===== src/hdl/match_engine_defines.svh =====
`ifndef MATCH_ENGINE_DEFINES_SVH
`define MATCH_ENGINE_DEFINES_SVH

// history buffer addressing, 256 bytes
`define ADDR_WIDTH 8

// job PEs on the batch chain and the record ring
`define NUM_JOB_PE 4

// match length field
`define ML_WIDTH 4

// longest match a PE will count
`define MAX_MATCH_LEN 15

// shorter matches are reported as literals
`define MIN_MATCH_LEN 3

`endif


===== src/hdl/match_engine_pkg.sv =====
`include "match_engine_defines.svh"

package match_engine_pkg;

    typedef logic [`ADDR_WIDTH-1:0] addr_t;
    typedef logic [7:0] byte_t;
    typedef logic [`ML_WIDTH-1:0] match_len_t;

    // backward distance from head to candidate
    typedef logic [`ADDR_WIDTH-1:0] offset_t;

    typedef enum logic [1:0] {
        IDLE,
        COMPARE,
        EMIT
    } pe_state_t;

endpackage


===== src/hdl/seq_packet_bus_node.sv =====
`timescale 1ns/10ps
`include "match_engine_defines.svh"

module seq_packet_bus_node #(
    parameter int IDX = 0
) (
    input  logic                         clk,
    input  logic                         rst_n,

    input  logic                         i_token_valid,
    output logic                         o_token_ready,
    output logic                         o_token_valid,
    input  logic                         i_token_ready,

    input  logic                         i_local_valid,
    input  match_engine_pkg::match_len_t i_local_ml,
    input  match_engine_pkg::offset_t    i_local_offset,
    input  logic                         i_local_delim,
    output logic                         o_local_ready,

    input  logic                         i_prev_valid,
    input  match_engine_pkg::match_len_t i_prev_ml,
    input  match_engine_pkg::offset_t    i_prev_offset,
    input  logic                         i_prev_delim,
    output logic                         o_prev_ready,

    output logic                         o_next_valid,
    output match_engine_pkg::match_len_t o_next_ml,
    output match_engine_pkg::offset_t    o_next_offset,
    output logic                         o_next_delim,
    input  logic                         i_next_ready
);
    import match_engine_pkg::*;

    logic has_token_q;
    logic tok_out_q;
    logic can_load;
    logic load_prev;
    logic load_local;

    assign can_load      = ~o_next_valid | i_next_ready;
    assign o_prev_ready  = can_load;
    // own record only goes in behind everything from upstream
    assign o_local_ready = can_load & has_token_q & ~i_prev_valid;
    assign load_prev     = i_prev_valid & can_load;
    assign load_local    = i_local_valid & o_local_ready;

    assign o_token_valid = tok_out_q;
    assign o_token_ready = ~has_token_q;

    always_ff @(posedge clk) begin
        if (!rst_n) begin
            has_token_q  <= (IDX == 0);
            tok_out_q    <= 1'b0;
            o_next_valid <= 1'b0;
        end else begin
            if (load_prev || load_local) begin
                o_next_valid <= 1'b1;
            end else if (i_next_ready) begin
                o_next_valid <= 1'b0;
            end
            if (load_local) begin
                has_token_q <= 1'b0;
                tok_out_q   <= 1'b1;
            end else if (i_token_valid && o_token_ready) begin
                has_token_q <= 1'b1;
            end
            if (tok_out_q && i_token_ready) begin
                tok_out_q <= 1'b0;
            end
        end
    end

    always_ff @(posedge clk) begin
        if (load_prev) begin
            o_next_ml     <= i_prev_ml;
            o_next_offset <= i_prev_offset;
            o_next_delim  <= i_prev_delim;
        end else if (load_local) begin
            o_next_ml     <= i_local_ml;
            o_next_offset <= i_local_offset;
            o_next_delim  <= i_local_delim;
        end
    end

    a_hold: assert property (@(posedge clk) disable iff (!rst_n)
        (o_next_valid && !i_next_ready) |=> (o_next_valid && $stable(o_next_ml)
            && $stable(o_next_offset) && $stable(o_next_delim)));

endmodule


===== config.mk =====
export PLATFORM = sky130hd
export DESIGN_NAME = seq_packet_bus_node
export DESIGN_NICKNAME = d
export VERILOG_FILES = /design/src/hdl/match_engine_pkg.sv /design/src/hdl/seq_packet_bus_node.sv
export VERILOG_INCLUDE_DIRS = /design/src /design/src/hdl
export SDC_FILE = /design/constraint.sdc
export NUM_CORES = 1
export LEC_CHECK = 0
export BUFFER_PORTS_ARGS = -buffer_cell sky130_fd_sc_hd__buf_2
export CORE_ASPECT_RATIO = 1.1
export CORE_MARGIN = 2
export CORE_UTILIZATION = 43
export CTS_CLUSTER_SIZE = 25
export DETAILED_ROUTE_END_ITERATION = 8
export HOLD_SLACK_MARGIN = 0.08
export PLACE_DENSITY = 0.83
export SYNTH_ARGS = -nofsm -noshare
export SYNTH_HDL_FRONTEND = slang
export SYNTH_SLANG_ARGS = --single-unit

===== constraint.sdc =====
create_clock -name clk -period 4.52 [get_ports clk]
set_clock_uncertainty 0.1 [all_clocks]
set_input_delay 0.904 -clock clk [delete_from_list [all_inputs] [get_ports clk]]
set_output_delay 0.904 -clock clk [all_outputs]
set_load 0.03 [all_outputs]

Word level (Yosys, flattened, before mapping)
Cells that the tools add are included.
Storage, ports and cells
  flip-flop bits (word level): 16
  logic and storage cells: 32
Operators by class
  bitwise gates (word level): 9
  reductions and logical operators: 7
  mux-type cells: 10
Operators by type and width (count)
  $mux 8: 2
  $mux 4: 2
  $mux 1: 6
  $reduce_bool 2->1: 3
  $and 1x1->1: 4
  $not 1->1: 4
  $logic_and 1x1->1: 2
  $reduce_or 2->1: 1
  $logic_or 1x1->1: 1
  $or 1x1->1: 1

Depth between registers and ports, before layout
  depth after elaboration: 7
  mapped depth: 5

Least setup slack after synthesis
OpenSTA, ideal clock, no wires.
  path kind: input-to-output
  from: input port i_next_ready
  to: output port o_local_ready
  stages on the path: 2
  slack: 1.915 ns
  buffers on the path: 0
  data required time: 3.516 ns
  arrival time: 1.601 ns
  cells stage by stage: nor2b_4 > nor3_1
On the way
  word-level cells in the longest chain between the ends: 3
RTL lines
  from (decl): RTL line seq_packet_bus_node.sv:31  | input logic i_next_ready
  $or 1x1->1: RTL line seq_packet_bus_node.sv:41  | assign can_load = ~o_next_valid | i_next_ready;
  $and 1x1->1 (2 in a row): RTL line seq_packet_bus_node.sv:44  | assign o_local_ready = can_load & has_token_q & ~i_prev_valid;
  to (decl): RTL line seq_packet_bus_node.sv:19  | output logic o_local_ready,
No other way between the ends.

Worst setup path in the final report
Ends and elaborated chain as after synthesis.

==> results.cfg <==
[routing]
drc = 0
totalWireLength_mm = 1.48
detail_route.first_pass.iterations = 3
drt_first_iter_violations = 2
vias = 554
routed_wire_length_on_met2_um = 888
antenna_left = 0
routedLengthMet1_um = 499
post_drt_wl_per_cell_um = 12.9
vias_per_cell = 4.82
top_sig_layer = met4
wl_met3_um = 72

[grt]
vias_in_the_first_global_route = 523
antenna_violations_before_repair = 0
grtUsageTotal = 0.152
sum_of_overflow_across_all_layers_after_global_routing = 0
maximum_number_of_pins_on_one_net_before_global_route_repair = 14
first_pass_grt_wire_length_mm = 2.21

[worst_setup_path]
crit-reg2reg-capture = o_next_offset[6]
cp_max_fo = 6
path_common_cell = sky130_fd_sc_hd__buf_2
r2r_cells = 2
cp_data_arrival_time_ns = 1.44
critical_path_capture_point_type = output pin
critPathKind = in2out
setup.reg_to_reg.worst_slack_ns = 2.77
worstReg2RegStart = o_next_valid
cpPeakStageDelay_ns = 0.19
crit_required_ns = 3.52
timing.critical_path.cells = buf_2 -> nor2b_4 -> nor3_1 -> buf_2
launching_element_type_of_the_critical_path = primary input
crit_slowest_cell = sky130_fd_sc_hd__nor2b_4

[clock_network]
clock-root-buffer = sky130_fd_sc_hd__clkbuf_4
clk_path_buf_depth = 2
tritoncts = built
cts_post_setup_buffers_inserted = 0
cts-buffers-inserted = 3
cts_sinks = 16
post_cts_resize_count = 0
clock_latency_on_the_worst_skew_pair_ns = 0.27
cts.reportedPaths.clkPinSlew_ns = 0.08
cts_hold_buffers = 0
h-tree-depth = 1

[yosys]
syn_nets = 78
synthDominantAreaCellType = sky130_fd_sc_hd__edfxtp_1
synth.yosys.seq_area_share = 0.600
ys_ff_latch = 16
syn_avg_cell_area_um2 = 16.7
yosys-top-cells-area = sky130_fd_sc_hd__edfxtp_1, sky130_fd_sc_hd__mux2_4, sky130_fd_sc_hd__dfxtp_1
yosysUniqueCellTypes = 18
mappedNetlistArea_um2 = 751
yosys_warnings = 0
yosysTopAreaCellShare = 0.520
synthCells = 45

[pwr]
finalPower_w = 0.000347
worst_ir_drop_vdd_mv = 0.192
power-per-cell-area_nw_per_um2 = 338
leakage_nw = 0.509

[timing]
max-slew-margin-rel = 0.291
min_period_ns = 2.45
timing.final.max_slew_violations = 0
maxClockFrequency_mhz = 408
finalCritPeriodShare = 0.542
setup_slack_ns = 2.07
finalSetupTns_ns = 0
worstMarginPinSlew_ns = 1.06
setup_repair_after_global_routing_missed_its_margin = false
finalSetupViolCount = 0
final_hold_slack_ns = 0.464
hold_viol_final = 0

[worst_hold_path]
timing.hold.worst_path_depth = 2
holdPathEnd = has_token_q
min-delay-path-class = reg2reg
hold_path_startpoint = has_token_q

[die]
area_of_the_placeable_core_um2 = 1600
initial_core_util = 0.471
die_area_um2 = 2100
row_count = 15
die_w_um = 43.8
die_h_um = 47.8
boundaryPins = 51

[place]
detailedPlace.worstSlack_ns = 2.08
dp_hpwl_mm = 1.17
gp_congestion = 0.691
place.detailed.instances = 111
port_buffers = 50

[final_layout]
fillCellCount = 122
flow.area_growth_from_synthesis_pct = 37.0
final_cell_count_no_fill = 115
drive_above_1_share = 0.704
n_antenna_cell = 0
nets = 132

[outcome]
run_status = complete, no violations

[job]
maxcap_viol_count = 0
## registers in the layout, summed over array words and instances, names as in the netlist
name and flops:
has_token_q 1, o_next_delim 1, o_next_ml 4, o_next_offset 8, o_next_valid 1, o_token_valid 1
## critical path, delay by kind of cell
kind                   cells  cell delay (ns)
buffers and inverters      2             0.28
and+or+nand+nor            2             0.25
## power by group
part | internal, W | leakage (nW) | switching (W) | total, W
clock network | 0.0000342 | 0.0150 | 0.0000430 | 0.0000771
logic | 0.0000371 | 0.340 | 0.0000532 | 0.0000903
registers | 0.000176 | 0.154 | 0.00000357 | 0.000180
total | 0.000247 | 0.509 | 0.0000997 | 0.000347
## per-layer routing
layer | global-route usage | vias up
met2 | 0.303 | 21
met3 | 0.0302 | 2
met5 | 0 | -
met4 | 0.109 | 0
met1 | 0.138 | 256
li1 | - | 275
## cells in the mapped netlist
cell type,n
sky130_fd_sc_hd__dfxtp_1,3
sky130_fd_sc_hd__nand2_1,2
sky130_fd_sc_hd__inv_4,1
sky130_fd_sc_hd__o21a_1,1
sky130_fd_sc_hd__nor2b_4,1
sky130_fd_sc_hd__nor3_1,1
sky130_fd_sc_hd__mux2_2,3
sky130_fd_sc_hd__buf_12,1
sky130_fd_sc_hd__nor2_1,2
sky130_fd_sc_hd__nor2b_1,1
sky130_fd_sc_hd__inv_1,1
sky130_fd_sc_hd__edfxtp_1,13
sky130_fd_sc_hd__mux2_4,10
sky130_fd_sc_hd__a21boi_0,1
sky130_fd_sc_hd__nor4_1,1
sky130_fd_sc_hd__a21oi_1,1
sky130_fd_sc_hd__o32ai_1,1
sky130_fd_sc_hd__nand2_4,1
## cell families after synthesis
| group | Yosys count | share of synthesized area |
|---|---|---|
| DFF | 16 | 0.600 |
| muxes | 13 | 0.245 |
| and+or+nand+nor | 9 | 0.0767 |
| AOI/OAI and AO/OA | 4 | 0.0383 |
| buffers and inverters | 3 | 0.0400 |
## stage by stage
step | utilization | area, um^2
floorplan | - | 751
global placement | 0.628 | 1000
detailed placement | 0.628 | 1000
CTS | 0.645 | 1030
global route | 0.645 | 1030
finish | 0.645 | 1030
## final cells by class
cell class	instances	area, um^2	area share
inverters	2	10.0	0.00973
repair buffers	50	250	0.243
clock buffers	4	26.3	0.0255
well taps	17	21.3	0.0207
flip-flops and latches	16	450	0.438
multi-input cells	26	270	0.263
## worst max path at each step
stage | start | to | slack (ns) | depth (start not counted)
6_report | i_next_ready | o_local_ready | 2.07 | 4
5_1_grt | i_next_ready | o_local_ready | 2.02 | 4
2_1_floorplan | i_next_ready | o_local_ready | 1.92 | 2
4_1_cts | i_next_ready | o_local_ready | 2.07 | 4
3_5_place_dp | i_next_ready | o_local_ready | 2.08 | 4
3_3_place_gp | i_next_ready | o_local_ready | 2.09 | 4
## layout by cell type (no fill, tap or decap), drive strengths merged
cell,count
buf,50
edfxtp,13
mux2,13
clkbuf,4
dfxtp,3
nand2,3
nor2,2
nor2b,2
inv,2
a21oi,1
nor3,1
a21boi,1
o32ai,1
nor4,1
o21a,1
No activity file was read; power rests on OpenSTA's default activity.
