--- src/hdl/match_engine_defines.svh ---
`ifndef MATCH_ENGINE_DEFINES_SVH
`define MATCH_ENGINE_DEFINES_SVH

// history buffer addressing, 256 bytes
`define ADDR_WIDTH 8

// job PEs on the batch chain and the record ring
`define NUM_JOB_PE 4

// match length field
`define ML_WIDTH 4

// longest match a PE will count
`define MAX_MATCH_LEN 15

// shorter matches are reported as literals
`define MIN_MATCH_LEN 3

`endif

--- src/hdl/match_engine_pkg.sv ---
`include "match_engine_defines.svh"

package match_engine_pkg;

    typedef logic [`ADDR_WIDTH-1:0] addr_t;
    typedef logic [7:0] byte_t;
    typedef logic [`ML_WIDTH-1:0] match_len_t;

    // backward distance from head to candidate
    typedef logic [`ADDR_WIDTH-1:0] offset_t;

    typedef enum logic [1:0] {
        IDLE,
        COMPARE,
        EMIT
    } pe_state_t;

endpackage

--- src/hdl/hash_batch_bus_node.sv ---
`timescale 1ns/10ps
`include "match_engine_defines.svh"

module hash_batch_bus_node #(
    parameter int IDX = 0
) (
    input  logic                    clk,
    input  logic                    rst_n,

    input  logic                    i_valid,
    input  match_engine_pkg::addr_t i_head_addr,
    input  logic                    i_history_valid,
    input  match_engine_pkg::addr_t i_history_addr,
    input  logic                    i_delim,
    output logic                    o_ready,

    output logic                    o_this_valid,
    output match_engine_pkg::addr_t o_this_head_addr,
    output logic                    o_this_history_valid,
    output match_engine_pkg::addr_t o_this_history_addr,
    output logic                    o_this_delim,
    input  logic                    i_this_ready,

    output logic                    o_next_valid,
    output match_engine_pkg::addr_t o_next_head_addr,
    output logic                    o_next_history_valid,
    output match_engine_pkg::addr_t o_next_history_addr,
    output logic                    o_next_delim,
    input  logic                    i_next_ready
);
    import match_engine_pkg::*;

    // batches still to be shared among this node and the ones after it
    localparam int NUM_SLOTS = `NUM_JOB_PE - IDX;

    logic                           valid_q;
    logic                           sel_this_q;
    logic [$clog2(`NUM_JOB_PE)-1:0] cnt_q;
    addr_t                          head_q;
    logic                           hist_valid_q;
    addr_t                          hist_addr_q;
    logic                           delim_q;
    logic                           drain;
    logic                           accept;

    assign drain   = valid_q & (sel_this_q ? i_this_ready : i_next_ready);
    assign o_ready = ~valid_q | drain;
    assign accept  = i_valid & o_ready;

    always_ff @(posedge clk) begin
        if (!rst_n) begin
            valid_q    <= 1'b0;
            sel_this_q <= 1'b0;
            cnt_q      <= '0;
        end else if (accept) begin
            valid_q    <= 1'b1;
            // first batch of each round stays here
            sel_this_q <= (cnt_q == '0);
            if (cnt_q == NUM_SLOTS - 1) begin
                cnt_q <= '0;
            end else begin
                cnt_q <= cnt_q + 1'b1;
            end
        end else if (drain) begin
            valid_q <= 1'b0;
        end
    end

    always_ff @(posedge clk) begin
        if (accept) begin
            head_q       <= i_head_addr;
            hist_valid_q <= i_history_valid;
            hist_addr_q  <= i_history_addr;
            delim_q      <= i_delim;
        end
    end

    assign o_this_valid         = valid_q & sel_this_q;
    assign o_this_head_addr     = head_q;
    assign o_this_history_valid = hist_valid_q;
    assign o_this_history_addr  = hist_addr_q;
    assign o_this_delim         = delim_q;

    assign o_next_valid         = valid_q & ~sel_this_q;
    assign o_next_head_addr     = head_q;
    assign o_next_history_valid = hist_valid_q;
    assign o_next_history_addr  = hist_addr_q;
    assign o_next_delim         = delim_q;

    // an offered batch is held until this node takes it
    a_in_hold: assert property (@(posedge clk) disable iff (!rst_n)
        (i_valid && !o_ready) |=> (i_valid && $stable(i_head_addr)
            && $stable(i_history_valid) && $stable(i_history_addr) && $stable(i_delim)));

endmodule

--- config.mk ---
export PLATFORM = sky130hd
export DESIGN_NAME = hash_batch_bus_node
export DESIGN_NICKNAME = d
export VERILOG_FILES = /design/src/hdl/match_engine_pkg.sv /design/src/hdl/hash_batch_bus_node.sv
export VERILOG_INCLUDE_DIRS = /design/src /design/src/hdl
export SDC_FILE = /design/constraint.sdc
export NUM_CORES = 1
export LEC_CHECK = 0
export BUFFER_PORTS_ARGS = -buffer_cell sky130_fd_sc_hd__buf_4
export CORE_UTILIZATION = 44
export CTS_CLUSTER_SIZE = 14
export DETAILED_ROUTE_END_ITERATION = 6
export PLACE_DENSITY = 0.83
export SLEW_MARGIN = 15
export SYNTH_ARGS = -nofsm -noshare
export SYNTH_HDL_FRONTEND = slang
export SYNTH_SLANG_ARGS = --single-unit
export TNS_END_PERCENT = 20
--- constraint.sdc ---
create_clock -name clk -period 5.3 [get_ports clk]
set_input_delay 1.06 -clock clk [delete_from_list [all_inputs] [get_ports clk]]
set_output_delay 1.06 -clock clk [all_outputs]
set_load 0.05 [all_outputs]
=== Word-level counts from Yosys, hierarchy flattened ===
Index checks and enable logic that the tools add are counted.

* Flip-flop bits (word level): 22
* Output and inout bits: 39

* Bitwise operators: 7
* Add/sub/neg operators: 1
* Muxes and demuxes: 4
* Reduce and logical (&&, ||, !) cells: 2
* Eq/ne operators: 1

{| class="wikitable"
|+ Operator list
! cell !! number
|-
| $and A1 B1 Y1 || 4
|-
| $mux W1 || 3
|-
| $add A2 B1 Y2 const B || 1
|-
| $eq A2 B2 Y1 const B || 1
|-
| $logic_not A2 Y1 || 1
|-
| $mux W2 || 1
|-
| $not A1 Y1 || 2
|-
| $reduce_bool A2 Y1 || 1
|-
| $or A1 B1 Y1 || 1
|}

=== Logic depth before layout (Yosys ltp) ===
* Word-level depth: 5
* Mapped depth: 5
* Gate-level depth less buffers: 5

=== Least setup slack after synthesis ===
No wires, ideal clock.

* Path type: input-to-output
* Start point: input port i_this_ready
* End point: output port o_ready
* Setup slack: 2.666 ns
* Stages on the path: 2
* Buffers on the path: 0
* Arrival time: 1.574 ns
* Cells stage by stage: mux2i_2 nand2_2

* Word-level cells in the longest chain between the ends: 3

{| class="wikitable"
|+ RTL lines
! element !! RTL line !! text
|-
| start, declared || hash_batch_bus_node.sv:22 || <nowiki>input logic i_this_ready,</nowiki>
|-
| $mux W1 || hash_batch_bus_node.sv:46 || <nowiki>assign drain = valid_q & (sel_this_q ? i_this_ready : i_next_ready);</nowiki>
|-
| $and A1 B1 Y1 || hash_batch_bus_node.sv:46 ||
|-
| $or A1 B1 Y1 || hash_batch_bus_node.sv:47 || <nowiki>assign o_ready = ~valid_q | drain;</nowiki>
|-
| end, declared || hash_batch_bus_node.sv:15 || <nowiki>output logic o_ready,</nowiki>
|}

No other way between the ends.

=== Final worst setup path ===
* Start point: input port i_next_ready
* End point: output port o_ready

* Word-level cells in the longest chain between the ends: 3

{| class="wikitable"
|+ RTL lines
! element !! RTL line !! text
|-
| start, declared || hash_batch_bus_node.sv:29 || <nowiki>input logic i_next_ready</nowiki>
|-
| $mux W1 || hash_batch_bus_node.sv:46 ||
|-
| $and A1 B1 Y1 || hash_batch_bus_node.sv:46 ||
|-
| $or A1 B1 Y1 || hash_batch_bus_node.sv:47 ||
|}

No other way between the ends.

==> results.md <==
- Standard cell with the maximum stage delay on the critical path: mux2i_2
- P_int: 0.000274 W
- Result of the run: finished clean
- Largest net degree at the start of global routing: 19
- Overall global routing resource usage: 0.148
- Number of ports placed on the die boundary: 62
- Detailed router's first-iteration violation count: 6
- Detailed-route wire length per cell: about 12 um
- Setup repair after global routing missed its margin: false
- Post-synthesis instance area: just under 0.001 mm2
- Peak Freq: 0.345 GHz
- Flip-flop and latch count after synthesis: 22
- First-pass GRT wire length: roughly 2.6 mm
- Fraction of power consumed by sequential logic: 0.508
- Critical path buffers and inverters: 2
- Worst-skew pair later-pin latency: about 0.29 ns
- Die height: 48.9 um
- DPL Wire Length: roughly 1.4 mm
- Share of the yosys chip area belonging to registers: 0.642
- Distinct cell type count after synthesis: 24
- Effective utilization at floorplan: 0.478
- Number of buffers inserted during clock tree synthesis: 3
- Post-CTS setup buffer count: 0
- Clock Tree Buf Depth: 2
- Post-CTS Resized: 0
- Share of power burned in combinational logic: 0.319
- Final critical delay including setup and external delays: about 2.9 ns
- Average cell area after synthesis: approximately 14 um2
- Top library cells by usage in the layout, fill and taps aside: 61 x buf_4, 18 x edfxtp_1, 5 x inv_1
- Count of input and output buffers: 61
- Power after layout: around 0.00042 W
- 1st-pass router iterations: 4
- H-tree levels: 1
- Area growth from synthesis to layout: 39.1%
- Required time of the critical path: ~4.2 ns
- Worst slew margin: 0.390
- Switching share of total power: 0.346
- Routed Antenna Nets: 0
- WP data arrival: between 1.5 and 2 ns
- Delay-heaviest family, CP: multiplexers
- Total grt overflow: 0
- GP Congestion: 0.622
- Antenna violations before repair: 0
- Layout Cells excl Fill: around 140
- Clock transition at path regs: approximately 0.11 ns
- Total net switching power: between 0.0001 and 0.00015 W
- Site row count: 16
- Number of hold-slack violations in the final timing report: 0
- Syn_nets: 95
- CP Max Fanout: 6
- Slowest Stage Delay on Critical Path: 0.34 ns
- Transition time at the pin with the least slew margin: around 0.91 ns
- Final Cycle Share: 0.547
- Peak supply drop: 0.189 mV
- Net count reported at finish: about 140
- Residual DRC count: 0
- Cells after synthesis: 70
- Cell chosen for the clock root: clkbuf_4
- Fraction of final layout cells sized beyond drive strength 1: 0.617
- Number of slew-limit violations in the final report: 0
- Worst Clk Skew: ~0.0012 ns
- TritonCTS clock tree: built
- Class of the tightest hold or removal check: reg -> reg
- Most common cell type on the critical path: buf_4
- Critical Path Start Type: input port
- Final-layout setup total negative slack: 0 ns
- Area of the placeable core: roughly 0.0020 mm2
- Pwr per Cell Area: ~310 mW/mm2
- Post-route worst hold slack: 0.561 ns
- Warnings from Yosys: 0
- Overall die width: a little under 50 um
- Total number of clock tree sinks: 22
- Reported leakage power: roughly 0.59 nW
- Series of cell instances along the critical path: buf_4 -> mux2i_2 -> nand2_2 -> buf_4
- Number of setup violations in the final report: 0
- Max capacitance violation total: 0
- Vias/cell: around 4.6
- Diodes inserted: 0
- Number of global-route vias before repair: around 580
- Classification of the worst setup path: in -> out
- Part of the total power dissipated in the clock network: 0.173
- Commonest non-fill, non-tap cell in the layout: buf_4
- Cell total after placement: about 140
- Full die area: approximately 0.0024 mm2
- Final WL: about 1.7 mm
- CTS hold repair buffers: 0
- Vias: 658
- Critical path endpoint category: primary output
==> worst register-to-register path: cells and delay by family, from the launching register on <==
family / cells / cell delay, ns
compound gates: 1 / 0.73
flops: 1 / 0.37
mux: 1 / 0.22
==> flip-flops by register name, summed over array words and instances (netlist names) <==
signal / count
sel_this_q: 1
cnt_q: 2
valid_q: 1
o_next_history_addr: 8
o_next_head_addr: 8
o_next_delim: 1
o_next_history_valid: 1
==> power groups by stage <==
stage | combinational [W] | sequential [W] | clock (W)
2_1_floorplan | 0.0000708 | 0.000245 | 0
3_3_place_gp | 0.000132 | 0.000216 | 0
3_5_place_dp | 0.000135 | 0.000217 | 0
4_1_cts | 0.000135 | 0.000213 | 0.0000757
5_1_grt | 0.000140 | 0.000215 | 0.0000821
6_report | 0.000134 | 0.000213 | 0.0000726
==> layout make-up <==
type	count	area, um2
Multi-Input combinational cell	23	186
Clock buffer	3	22.5
Tap cell	27	33.8
Timing Repair Buffer	61	458
Sequential cell	22	621
Inverter	5	18.8
Clock inverter	1	3.75
Fill cell	153	678
==> synthesized netlist by cell type, drive strengths merged <==
| cell type | number | area [um2] |
|---|---|---|
| edfxtp | 18 | 541 |
| a21oi | 2 | 10.0 |
| o211ai | 2 | 15.0 |
| and2b | 1 | 8.76 |
| dfxtp | 4 | 80.1 |
| nand2 | 1 | 6.26 |
| and2 | 1 | 7.51 |
| nand3 | 1 | 5.00 |
| nand2b | 1 | 6.26 |
| and4b | 1 | 10.0 |
| inv | 5 | 18.8 |
| a31oi | 1 | 6.26 |
| clkbuf | 1 | 3.75 |
| ha | 2 | 25.0 |
| o221a | 1 | 11.3 |
| mux2i | 1 | 13.8 |
| nor2b | 1 | 6.26 |
| nand4 | 3 | 18.8 |
| a21boi | 2 | 18.8 |
| nor4b | 1 | 8.76 |
| buf | 19 | 140 |
| o21ai | 1 | 5.00 |
==> metrics by stage <==
stage / cell area (um2) / util / setup slack, ns
3_3_place_gp: 1320 / 0.652 / 2.44
3_5_place_dp: 1320 / 0.652 / 2.41
2_1_floorplan: 966 / - / 2.67
6_report: 1340 / 0.665 / 2.40
5_1_grt: 1340 / 0.665 / 2.34
4_1_cts: 1340 / 0.665 / 2.40
==> metal layers <==
| layer | track usage | part of all wire | up-vias |
|---|---|---|---|
| li1 | - | - | 324 |
| met1 | 0.155 | 0.40 | 294 |
| met2 | 0.264 | 0.50 | 38 |
| met3 | 0.0530 | 0.092 | 2 |
| met4 | 0.0686 | 0.0052 | 0 |
| met5 | 0 | 0 | - |
==> cell families after synthesis <==
kind of cell             count (synthesis)  synth area share
buffers and inverters                   25             0.168
flip-flops                              22             0.642
AND/OR/NAND/NOR                         11            0.0803
AO/OA/AOI/OAI                            9            0.0686
adder cells (fa/ha/maj)                  2            0.0259
multiplexers                             1            0.0142
==> final timing paths <==
path	slack, ns	cells after the start	startpoint	endpoint
worst max-delay path	2.40	4	i_next_ready	o_ready
worst max register to register	3.62	2	sel_this_q	o_next_history_addr[1]
worst min register to register	0.56	2	cnt_q[1]	cnt_q[1]
worst min-delay path	0.56	2	cnt_q[1]	cnt_q[1]
Note: power is estimated with default switching activity, not from simulation.
